===== config.mk =====
export PLATFORM = sky130hd
export DESIGN_NAME = cache_ctrl_flat
export DESIGN_NICKNAME = d
export VERILOG_FILES = /design/src/hw/mem_sys_pkg.sv /design/src/hw/cache_way_if.sv /design/src/hw/cache_ctrl.sv /design/src/flat_wrapper.sv
export SDC_FILE = /design/constraint.sdc
export NUM_CORES = 1
export LEC_CHECK = 0
export BUFFER_PORTS_ARGS = -buffer_cell sky130_fd_sc_hd__buf_2
export CORE_MARGIN = 1
export CORE_UTILIZATION = 52
export CTS_BUF_LIST = sky130_fd_sc_hd__clkbuf_16
export CTS_CLUSTER_SIZE = 10
export DETAILED_ROUTE_END_ITERATION = 10
export PLACE_DENSITY = 0.76
export SETUP_SLACK_MARGIN = 0.5
export SLEW_MARGIN = 10
export SYNTH_ARGS = -nofsm -noshare
export SYNTH_HDL_FRONTEND = slang
export SYNTH_SLANG_ARGS = --single-unit

===== constraint.sdc =====
create_clock -name clk -period 3.17 [get_ports clk]
set_input_delay 0.4755 -clock clk [delete_from_list [all_inputs] [get_ports clk]]
set_output_delay 0.4755 -clock clk [all_outputs]
set_load 0.02 [all_outputs]

===== src/hw/mem_sys_pkg.sv =====
////////////////////////////////////////////////////////////
// Word accesses only; address bit 0 must be zero
////////////////////////////////////////////////////////////
`default_nettype none

package mem_sys_pkg;

   // Byte address and data word
   typedef logic [15:0] addr_t;
   typedef logic [15:0] word_t;

   // Address fields: tag 15:11, index 10:3, offset 2:1
   typedef logic [4:0] tag_t;
   typedef logic [7:0] index_t;
   typedef logic [1:0] offset_t;

   localparam int NUM_SETS       = 2 ** $bits(index_t);
   localparam int WORDS_PER_LINE = 4;

   // Cache controller states
   typedef enum logic [2:0] {
      ST_IDLE,
      ST_COMPARE,
      ST_WRITEBACK,
      ST_FILL,
      ST_RETRY
   } ctrl_state_t;

endpackage

`default_nettype wire


===== src/hw/cache_way_if.sv =====
////////////////////////////////////////////////////////////
// One instance per way; way results are combinational
////////////////////////////////////////////////////////////
`timescale 1ns/1ps
`default_nettype none

interface cache_way_if;
   import mem_sys_pkg::*;

   // Controller to way
   logic    enable;
   tag_t    tag;
   index_t  index;
   offset_t offset;
   word_t   wdata;
   logic    comp;
   logic    write;
   logic    valid_in;

   // Way to controller
   logic    hit;
   logic    dirty;
   logic    valid;
   tag_t    tag_out;
   word_t   rdata;

   modport ctrl (
      output enable, tag, index, offset, wdata, comp, write, valid_in,
      input  hit, dirty, valid, tag_out, rdata
   );

   modport way (
      input  enable, tag, index, offset, wdata, comp, write, valid_in,
      output hit, dirty, valid, tag_out, rdata
   );

endinterface

`default_nettype wire


===== src/hw/cache_ctrl.sv =====
////////////////////////////////////////////////////////////
// Requests are taken only while Stall is low
// A miss writes back a dirty victim, refills, then retries
////////////////////////////////////////////////////////////
`timescale 1ns/1ps
`default_nettype none

module cache_ctrl #(
   parameter int MEM_LATENCY = 2
) (
   input  logic               clk,
   input  logic               rst_n,
   input  mem_sys_pkg::addr_t Addr,
   input  mem_sys_pkg::word_t DataIn,
   input  logic               Rd,
   input  logic               Wr,
   output mem_sys_pkg::word_t DataOut,
   output logic               Done,
   output logic               Stall,
   output logic               CacheHit,
   output logic               err,
   cache_way_if.ctrl          way0,
   cache_way_if.ctrl          way1,
   output mem_sys_pkg::addr_t mem_addr,
   output mem_sys_pkg::word_t mem_wdata,
   output logic               mem_wr,
   output logic               mem_rd,
   input  mem_sys_pkg::word_t mem_rdata
);
   import mem_sys_pkg::*;

   ctrl_state_t state;
   ctrl_state_t state_nxt;

   // Latched request
   addr_t   req_addr;
   word_t   req_data;
   logic    req_wr;
   tag_t    req_tag;
   index_t  req_index;
   offset_t req_offset;
   logic    misaligned;

   logic [NUM_SETS-1:0]    lru;
   logic                   victim_way;
   logic                   victim_nxt;
   logic                   victim_dirty;
   tag_t                   victim_tag;
   offset_t                wb_cnt;
   logic [2:0]             rd_cnt;
   offset_t                ret_cnt;
   logic [MEM_LATENCY-1:0] rd_pipe;
   logic                   ret_valid;
   logic                   hit_any;
   logic                   access_done;

   // Shared way controls
   logic    way_en0;
   logic    way_en1;
   logic    way_comp;
   logic    way_write;
   offset_t way_offset;
   word_t   way_wdata;

   assign req_tag    = req_addr[15:11];
   assign req_index  = req_addr[10:3];
   assign req_offset = req_addr[2:1];
   assign misaligned = req_addr[0];
   assign hit_any    = way0.hit || way1.hit;
   // Mirrors the memory read pipeline
   assign ret_valid  = rd_pipe[MEM_LATENCY-1];

   // Invalid way first, else the one the LRU bit names
   always_comb begin
      if (!way0.valid) begin
         victim_nxt = 1'b0;
      end else if (!way1.valid) begin
         victim_nxt = 1'b1;
      end else begin
         victim_nxt = lru[req_index];
      end
   end

   assign victim_dirty = victim_nxt ? (way1.valid && way1.dirty) : (way0.valid && way0.dirty);
   assign victim_tag   = victim_way ? way1.tag_out : way0.tag_out;

   always_comb begin
      state_nxt = state;
      case (state)
         ST_IDLE: begin
            if (Rd || Wr) begin
               state_nxt = ST_COMPARE;
            end
         end
         ST_COMPARE: begin
            if (misaligned || hit_any) begin
               state_nxt = ST_IDLE;
            end else if (victim_dirty) begin
               state_nxt = ST_WRITEBACK;
            end else begin
               state_nxt = ST_FILL;
            end
         end
         ST_WRITEBACK: begin
            if (wb_cnt == offset_t'(WORDS_PER_LINE - 1)) begin
               state_nxt = ST_FILL;
            end
         end
         ST_FILL: begin
            // Last refill word has come back
            if (ret_valid && (ret_cnt == offset_t'(WORDS_PER_LINE - 1))) begin
               state_nxt = ST_RETRY;
            end
         end
         ST_RETRY: state_nxt = ST_IDLE;
         default:  state_nxt = ST_IDLE;
      endcase
   end

   always_ff @(posedge clk) begin
      if (!rst_n) begin
         state      <= ST_IDLE;
         victim_way <= 1'b0;
         wb_cnt     <= '0;
         rd_cnt     <= '0;
         ret_cnt    <= '0;
         rd_pipe    <= '0;
         lru        <= '0;
      end else begin
         state      <= state_nxt;
         rd_pipe[0] <= mem_rd;
         for (int i = 1; i < MEM_LATENCY; i++) begin
            rd_pipe[i] <= rd_pipe[i-1];
         end
         if (state == ST_COMPARE) begin
            victim_way <= victim_nxt;
            wb_cnt     <= '0;
            rd_cnt     <= '0;
            ret_cnt    <= '0;
         end
         if (state == ST_WRITEBACK) begin
            wb_cnt <= wb_cnt + 1'b1;
         end
         // Issued and returned reads counted apart so they overlap
         if (mem_rd) begin
            rd_cnt <= rd_cnt + 1'b1;
         end
         if ((state == ST_FILL) && ret_valid) begin
            ret_cnt <= ret_cnt + 1'b1;
         end
         // Point LRU at the way not used
         if (access_done) begin
            lru[req_index] <= way0.hit;
         end
      end
   end

   always_ff @(posedge clk) begin
      if ((state == ST_IDLE) && (Rd || Wr)) begin
         req_addr <= Addr;
         req_data <= DataIn;
         req_wr   <= Wr;
      end
   end

   always_comb begin
      way_en0    = 1'b0;
      way_en1    = 1'b0;
      way_comp   = 1'b0;
      way_write  = 1'b0;
      way_offset = req_offset;
      way_wdata  = req_data;
      case (state)
         ST_COMPARE, ST_RETRY: begin
            way_en0   = !misaligned;
            way_en1   = !misaligned;
            way_comp  = 1'b1;
            way_write = req_wr && !misaligned;
         end
         ST_WRITEBACK: begin
            way_en0    = !victim_way;
            way_en1    = victim_way;
            way_offset = wb_cnt;
         end
         ST_FILL: begin
            way_en0    = ret_valid && !victim_way;
            way_en1    = ret_valid && victim_way;
            way_write  = ret_valid;
            way_offset = ret_cnt;
            way_wdata  = mem_rdata;
         end
         default: ;
      endcase
   end

   assign way0.enable   = way_en0;
   assign way0.tag      = req_tag;
   assign way0.index    = req_index;
   assign way0.offset   = way_offset;
   assign way0.wdata    = way_wdata;
   assign way0.comp     = way_comp;
   assign way0.write    = way_write && way_en0;
   assign way0.valid_in = 1'b1;

   assign way1.enable   = way_en1;
   assign way1.tag      = req_tag;
   assign way1.index    = req_index;
   assign way1.offset   = way_offset;
   assign way1.wdata    = way_wdata;
   assign way1.comp     = way_comp;
   assign way1.write    = way_write && way_en1;
   assign way1.valid_in = 1'b1;

   // Memory side; write-back address comes from the victim's tag
   assign mem_wr    = (state == ST_WRITEBACK);
   assign mem_rd    = (state == ST_FILL) && (rd_cnt < WORDS_PER_LINE);
   assign mem_addr  = (state == ST_WRITEBACK) ? {victim_tag, req_index, wb_cnt, 1'b0}
                                              : {req_tag, req_index, rd_cnt[1:0], 1'b0};
   assign mem_wdata = victim_way ? way1.rdata : way0.rdata;

   // System side
   assign access_done = ((state == ST_COMPARE) && !misaligned && hit_any) ||
                        (state == ST_RETRY);
   assign DataOut  = way1.hit ? way1.rdata : way0.rdata;
   assign Done     = ((state == ST_COMPARE) && (misaligned || hit_any)) || (state == ST_RETRY);
   assign CacheHit = (state == ST_COMPARE) && !misaligned && hit_any;
   assign err      = (state == ST_COMPARE) && misaligned;
   assign Stall    = (state != ST_IDLE);

   // Done closes a request that was strobed or already stalling
   a_done_in_request: assert property (
      @(posedge clk) disable iff (!rst_n)
      Done |-> ($past(Stall) || $past(Rd || Wr)) ##1 !Stall
   );

endmodule

`default_nettype wire


===== src/flat_wrapper.sv =====
// flat-port wrapper written by rule: the top's interface ports become plain ports
module cache_ctrl_flat import mem_sys_pkg::*;
#(
   parameter int MEM_LATENCY = 2
)
  (clk, rst_n, Addr, DataIn, Rd, Wr, DataOut, Done, Stall, CacheHit, err, mem_addr, mem_wdata, mem_wr, mem_rd, mem_rdata, way0_enable, way0_tag, way0_index, way0_offset, way0_wdata, way0_comp, way0_write, way0_valid_in, way0_hit, way0_dirty, way0_valid, way0_tag_out, way0_rdata, way1_enable, way1_tag, way1_index, way1_offset, way1_wdata, way1_comp, way1_write, way1_valid_in, way1_hit, way1_dirty, way1_valid, way1_tag_out, way1_rdata);
  cache_way_if way0_i ();
  cache_way_if way1_i ();
  input  logic clk;
  input  logic rst_n;
  input  mem_sys_pkg::addr_t Addr;
  input  mem_sys_pkg::word_t DataIn;
  input  logic Rd;
  input  logic Wr;
  output mem_sys_pkg::word_t DataOut;
  output logic Done;
  output logic Stall;
  output logic CacheHit;
  output logic err;
  output mem_sys_pkg::addr_t mem_addr;
  output mem_sys_pkg::word_t mem_wdata;
  output logic mem_wr;
  output logic mem_rd;
  input  mem_sys_pkg::word_t mem_rdata;
  output wire logic [$bits(way0_i.enable)-1:0] way0_enable;
  output wire logic [$bits(way0_i.tag)-1:0] way0_tag;
  output wire logic [$bits(way0_i.index)-1:0] way0_index;
  output wire logic [$bits(way0_i.offset)-1:0] way0_offset;
  output wire logic [$bits(way0_i.wdata)-1:0] way0_wdata;
  output wire logic [$bits(way0_i.comp)-1:0] way0_comp;
  output wire logic [$bits(way0_i.write)-1:0] way0_write;
  output wire logic [$bits(way0_i.valid_in)-1:0] way0_valid_in;
  input wire logic [$bits(way0_i.hit)-1:0] way0_hit;
  input wire logic [$bits(way0_i.dirty)-1:0] way0_dirty;
  input wire logic [$bits(way0_i.valid)-1:0] way0_valid;
  input wire logic [$bits(way0_i.tag_out)-1:0] way0_tag_out;
  input wire logic [$bits(way0_i.rdata)-1:0] way0_rdata;
  output wire logic [$bits(way1_i.enable)-1:0] way1_enable;
  output wire logic [$bits(way1_i.tag)-1:0] way1_tag;
  output wire logic [$bits(way1_i.index)-1:0] way1_index;
  output wire logic [$bits(way1_i.offset)-1:0] way1_offset;
  output wire logic [$bits(way1_i.wdata)-1:0] way1_wdata;
  output wire logic [$bits(way1_i.comp)-1:0] way1_comp;
  output wire logic [$bits(way1_i.write)-1:0] way1_write;
  output wire logic [$bits(way1_i.valid_in)-1:0] way1_valid_in;
  input wire logic [$bits(way1_i.hit)-1:0] way1_hit;
  input wire logic [$bits(way1_i.dirty)-1:0] way1_dirty;
  input wire logic [$bits(way1_i.valid)-1:0] way1_valid;
  input wire logic [$bits(way1_i.tag_out)-1:0] way1_tag_out;
  input wire logic [$bits(way1_i.rdata)-1:0] way1_rdata;
  assign way0_enable = way0_i.enable;
  assign way0_tag = way0_i.tag;
  assign way0_index = way0_i.index;
  assign way0_offset = way0_i.offset;
  assign way0_wdata = way0_i.wdata;
  assign way0_comp = way0_i.comp;
  assign way0_write = way0_i.write;
  assign way0_valid_in = way0_i.valid_in;
  assign way0_i.hit = way0_hit;
  assign way0_i.dirty = way0_dirty;
  assign way0_i.valid = way0_valid;
  assign way0_i.tag_out = way0_tag_out;
  assign way0_i.rdata = way0_rdata;
  assign way1_enable = way1_i.enable;
  assign way1_tag = way1_i.tag;
  assign way1_index = way1_i.index;
  assign way1_offset = way1_i.offset;
  assign way1_wdata = way1_i.wdata;
  assign way1_comp = way1_i.comp;
  assign way1_write = way1_i.write;
  assign way1_valid_in = way1_i.valid_in;
  assign way1_i.hit = way1_hit;
  assign way1_i.dirty = way1_dirty;
  assign way1_i.valid = way1_valid;
  assign way1_i.tag_out = way1_tag_out;
  assign way1_i.rdata = way1_rdata;
  cache_ctrl #(.MEM_LATENCY(MEM_LATENCY)) u_core (.clk(clk), .rst_n(rst_n), .Addr(Addr), .DataIn(DataIn), .Rd(Rd), .Wr(Wr), .DataOut(DataOut), .Done(Done), .Stall(Stall), .CacheHit(CacheHit), .err(err), .way0(way0_i), .way1(way1_i), .mem_addr(mem_addr), .mem_wdata(mem_wdata), .mem_wr(mem_wr), .mem_rd(mem_rd), .mem_rdata(mem_rdata));
endmodule

==> run metrics <==
critical path startpoint u_core.req_addr[3]; Max Cap Viol 0; Clock Tree Root clkbuf_16; top-count cell post-synth dfxtp_1; CTS tree built; Rows 63; clock latency on the worst-skew pair about 520 ps; Final Hold Fails 0; Worst Path Max Fanout 8; Lkg Pwr 6.45 nW; vias in the first global route 13800; I/O Pins approximately 220; WP data arrival ~3500 ps; die area 31000 um2; area leader, netlist dfxtp_1; cell mode on critical path mux4_2; die width about 180 um; # nets final around 2000; clk buf depth 3; DRC 0; CTS H-tree depth 2; share of layout cells above drive strength 1 a little over a quarter; Via density about 6.5; Tot Pwr 0.00887 W; status finished with violations; switch share between 20% and 30%; Place WS roughly 140 ps; r2r setup slk about 140 ps; Sequential Power Share 44.8%; Detailed Route WL around 51 mm; FF-to-FF Start u_core.req_addr[3]; Worst Skew around 17 ps; initial antenna violation count 0; Post-Synth Adder-Cell Area less than 1%; top_reg_cell synth dfxtp_1; starting density of the core 53.1%; largest family of logic cells by synthesized area compound AO/OA/AOI/OAI gates; Die Ht around 180 um; Num Clock Sinks 302; Worst-path clk slew approximately 60 ps; top cells by area, synth dfxtp_1 34%, a21boi_0 12%, nand3_1 8.3%; Max Fclk approximately 330 MHz; violated checks max-slew violations; Ant. Diodes 0; post-synth top area share approximately 34%; mux cell area share after synthesis 13.9%; first-pass GRT wire length a little under 80 mm; part of the power in combinational logic 14.6%; DRT Pass-1 Iters 6; hold path startpoint Addr[5]; CP max stage cell or4b_4; slew margin rel. -5.47%; number of port buffers 220; worst hold path class input port to flop; Setup CP Type flop to flop; core area about 30000 um2; Worst Path Required 3600 ps; total power divided by cell area around 490 nW/um2; Setup TNS Final 0 ps; WL per Instance 22.7 um; total number of vias about 15000; Post-synth ARST share 0%; pin count of the biggest net entering global routing 257; area grow syn2layout 15.8%; Worst Hold Path Cells 1; r2r worst-path depth 8; NetSw 0.00242 W; synthesized instance count about 1700; Mapped Avg Cell Area 9.08 um2; Fillers 2479; final setup fails 0; Slew Viols, Final 82; yosys warns 0; worst slew pin tran roughly 1600 ps; RSZ-0062 raised after global routing yes; Yosys reg bits about 300; Post-synth top cells 269 x dfxtp_1, 263 x nand3_1, 251 x a21boi_0; Clock power frac between 40% and 50%; Final Worst Setup Slack between 100 and 150 ps; Crit. End Element flop; Compound-Gate Fraction of Synth Area 22.9%; worst vdd ir approximately 260 uV; Seq/Total Area, Yosys between 40% and 50%; Tcrit/Tclk final 95.5%; internal power between 0.006 and 0.007 W; Distinct cells, synth 57; Syn Std Cell Area between 15000 and 20000 um2; post-synthesis xor/xnor area fraction 0%; post-layout minimum cycle time between 3000 and 4000 ps; DR iter-0 viols between 2000 and 2500; GP Congestion 0.901; CTS buffer count 36; GRT Util Overall ~32%; Post-Synth Simple-Gate Area roughly 15%; Setup crit start kind flop; final antenna-violating net count 0; critical path's largest stage delay between 500 and 600 ps; detailed placer's ending HPWL roughly 32 mm; crit path cell chain buf_12 -> mux4_2 -> mux4_2 -> and2_4 -> a211oi_2 -> or4b_4 -> o311a_1 -> o31ai_1; number of synthesized flops with an enable pin 33; total gr overflow 0
through the flow:
stage	utilization, %	hold slack (ps)	instance area [um2]	cells
finish	61.5	130	18300	2262
global route	61.5	132	18300	2262
CTS	61.3	125	18200	2261
detailed placement	57.7	440	17100	2204
global placement	57.7	418	17100	2204
floorplan	-	412	15800	1737
path summary, 6_finish.rpt:
| path | to |
|---|---|
| worst max-delay path | u_core.state[0] |
| worst min-delay path | u_core.req_addr[5] |
| worst max register to register | u_core.state[0] |
| worst min register to register | u_core.rd_pipe[1] |
placed cells by master (no fill, tap or decap), types with 4 or more instances in the layout:
| cell type | count |
|---|---|
| clkbuf_16 | 37 |
| nor3_1 | 10 |
| mux4_2 | 59 |
| o211ai_1 | 4 |
| buf_2 | 218 |
| nor3_2 | 7 |
| nor2_1 | 44 |
| mux2_2 | 50 |
| a22oi_1 | 20 |
| and3_1 | 6 |
| and2_0 | 4 |
| buf_6 | 7 |
| a31oi_1 | 4 |
| a21boi_0 | 251 |
| nand2_1 | 78 |
| o21ai_0 | 244 |
| buf_4 | 85 |
| and2_1 | 9 |
| a21oi_1 | 18 |
| nand3_1 | 262 |
| edfxtp_1 | 33 |
| dfxtp_1 | 268 |
| nand4_1 | 7 |
| nand2b_1 | 7 |
| inv_1 | 23 |
| nor2b_1 | 20 |
| buf_12 | 9 |
| mux2i_1 | 27 |
flip-flops by register name, summed over array words and instances (netlist names):
| name | flops |
|---|---|
| u_core.req_data | 16 |
| u_core.wb_cnt | 2 |
| u_core.ret_cnt | 2 |
| u_core.req_addr | 16 |
| u_core.req_wr | 1 |
| u_core.rd_pipe | 2 |
| u_core.rd_cnt | 3 |
| u_core.lru | 256 |
| u_core.state | 3 |
| u_core.victim_way | 1 |
what timing repair did:
action,CTS,global route
gates cloned,1,0
buffers inserted,3,1
pin swaps,2,0
endpoints found under the setup margin,142,58
hold buffers,0,0
resized for setup,16,7
layer usage:
metal	track usage [%]	part of all wire, %
met2	51.5	47
met3	6.70	11
met4	13.2	3.5
met5	0	0
met1	42.8	39
logic make-up (layout without fill, tap and decap cells):
| group | Yosys count | in the layout |
|---|---|---|
| AO/OA/AOI/OAI | 566 | 566 |
| AND/OR/NAND/NOR | 480 | 480 |
| flip-flops | 302 | 302 |
| buffers and inverters | 246 | 381 |
| multiplexers | 137 | 137 |
| adder cells (fa/ha/maj) | 3 | 3 |
| other | 2 | 3 |
worst max-delay path: cells and delay by family, from the launching register on:
family | cells | cell delay (ps)
simple gates | 2 | 690
compound gates | 3 | 650
buf+inv | 1 | 170
mux | 2 | 990
flops | 1 | 440
power by group through the flow:
stage                     sequential (W)  clock, W  combinational, W
after global placement           0.00405         0           0.00121
after detailed placement         0.00406         0           0.00123
after CTS                        0.00397   0.00363           0.00125
after global routing             0.00397   0.00379           0.00136
final                            0.00397   0.00360           0.00130
after floorplan                  0.00402         0          0.000872
layout make-up:
type	instances	area, um2	area share (%)
Multi-Input combinational cell	1189	8370	45.8
Sequential cell	302	6380	34.9
Timing Repair Buffer	320	2020	11.0
Clock buffer	37	926	5.07
Tap cell	390	488	2.67
Clock inverter	16	60.1	0.329
Inverter	8	30.0	0.164
Note: power is estimated with default switching activity, not from simulation.
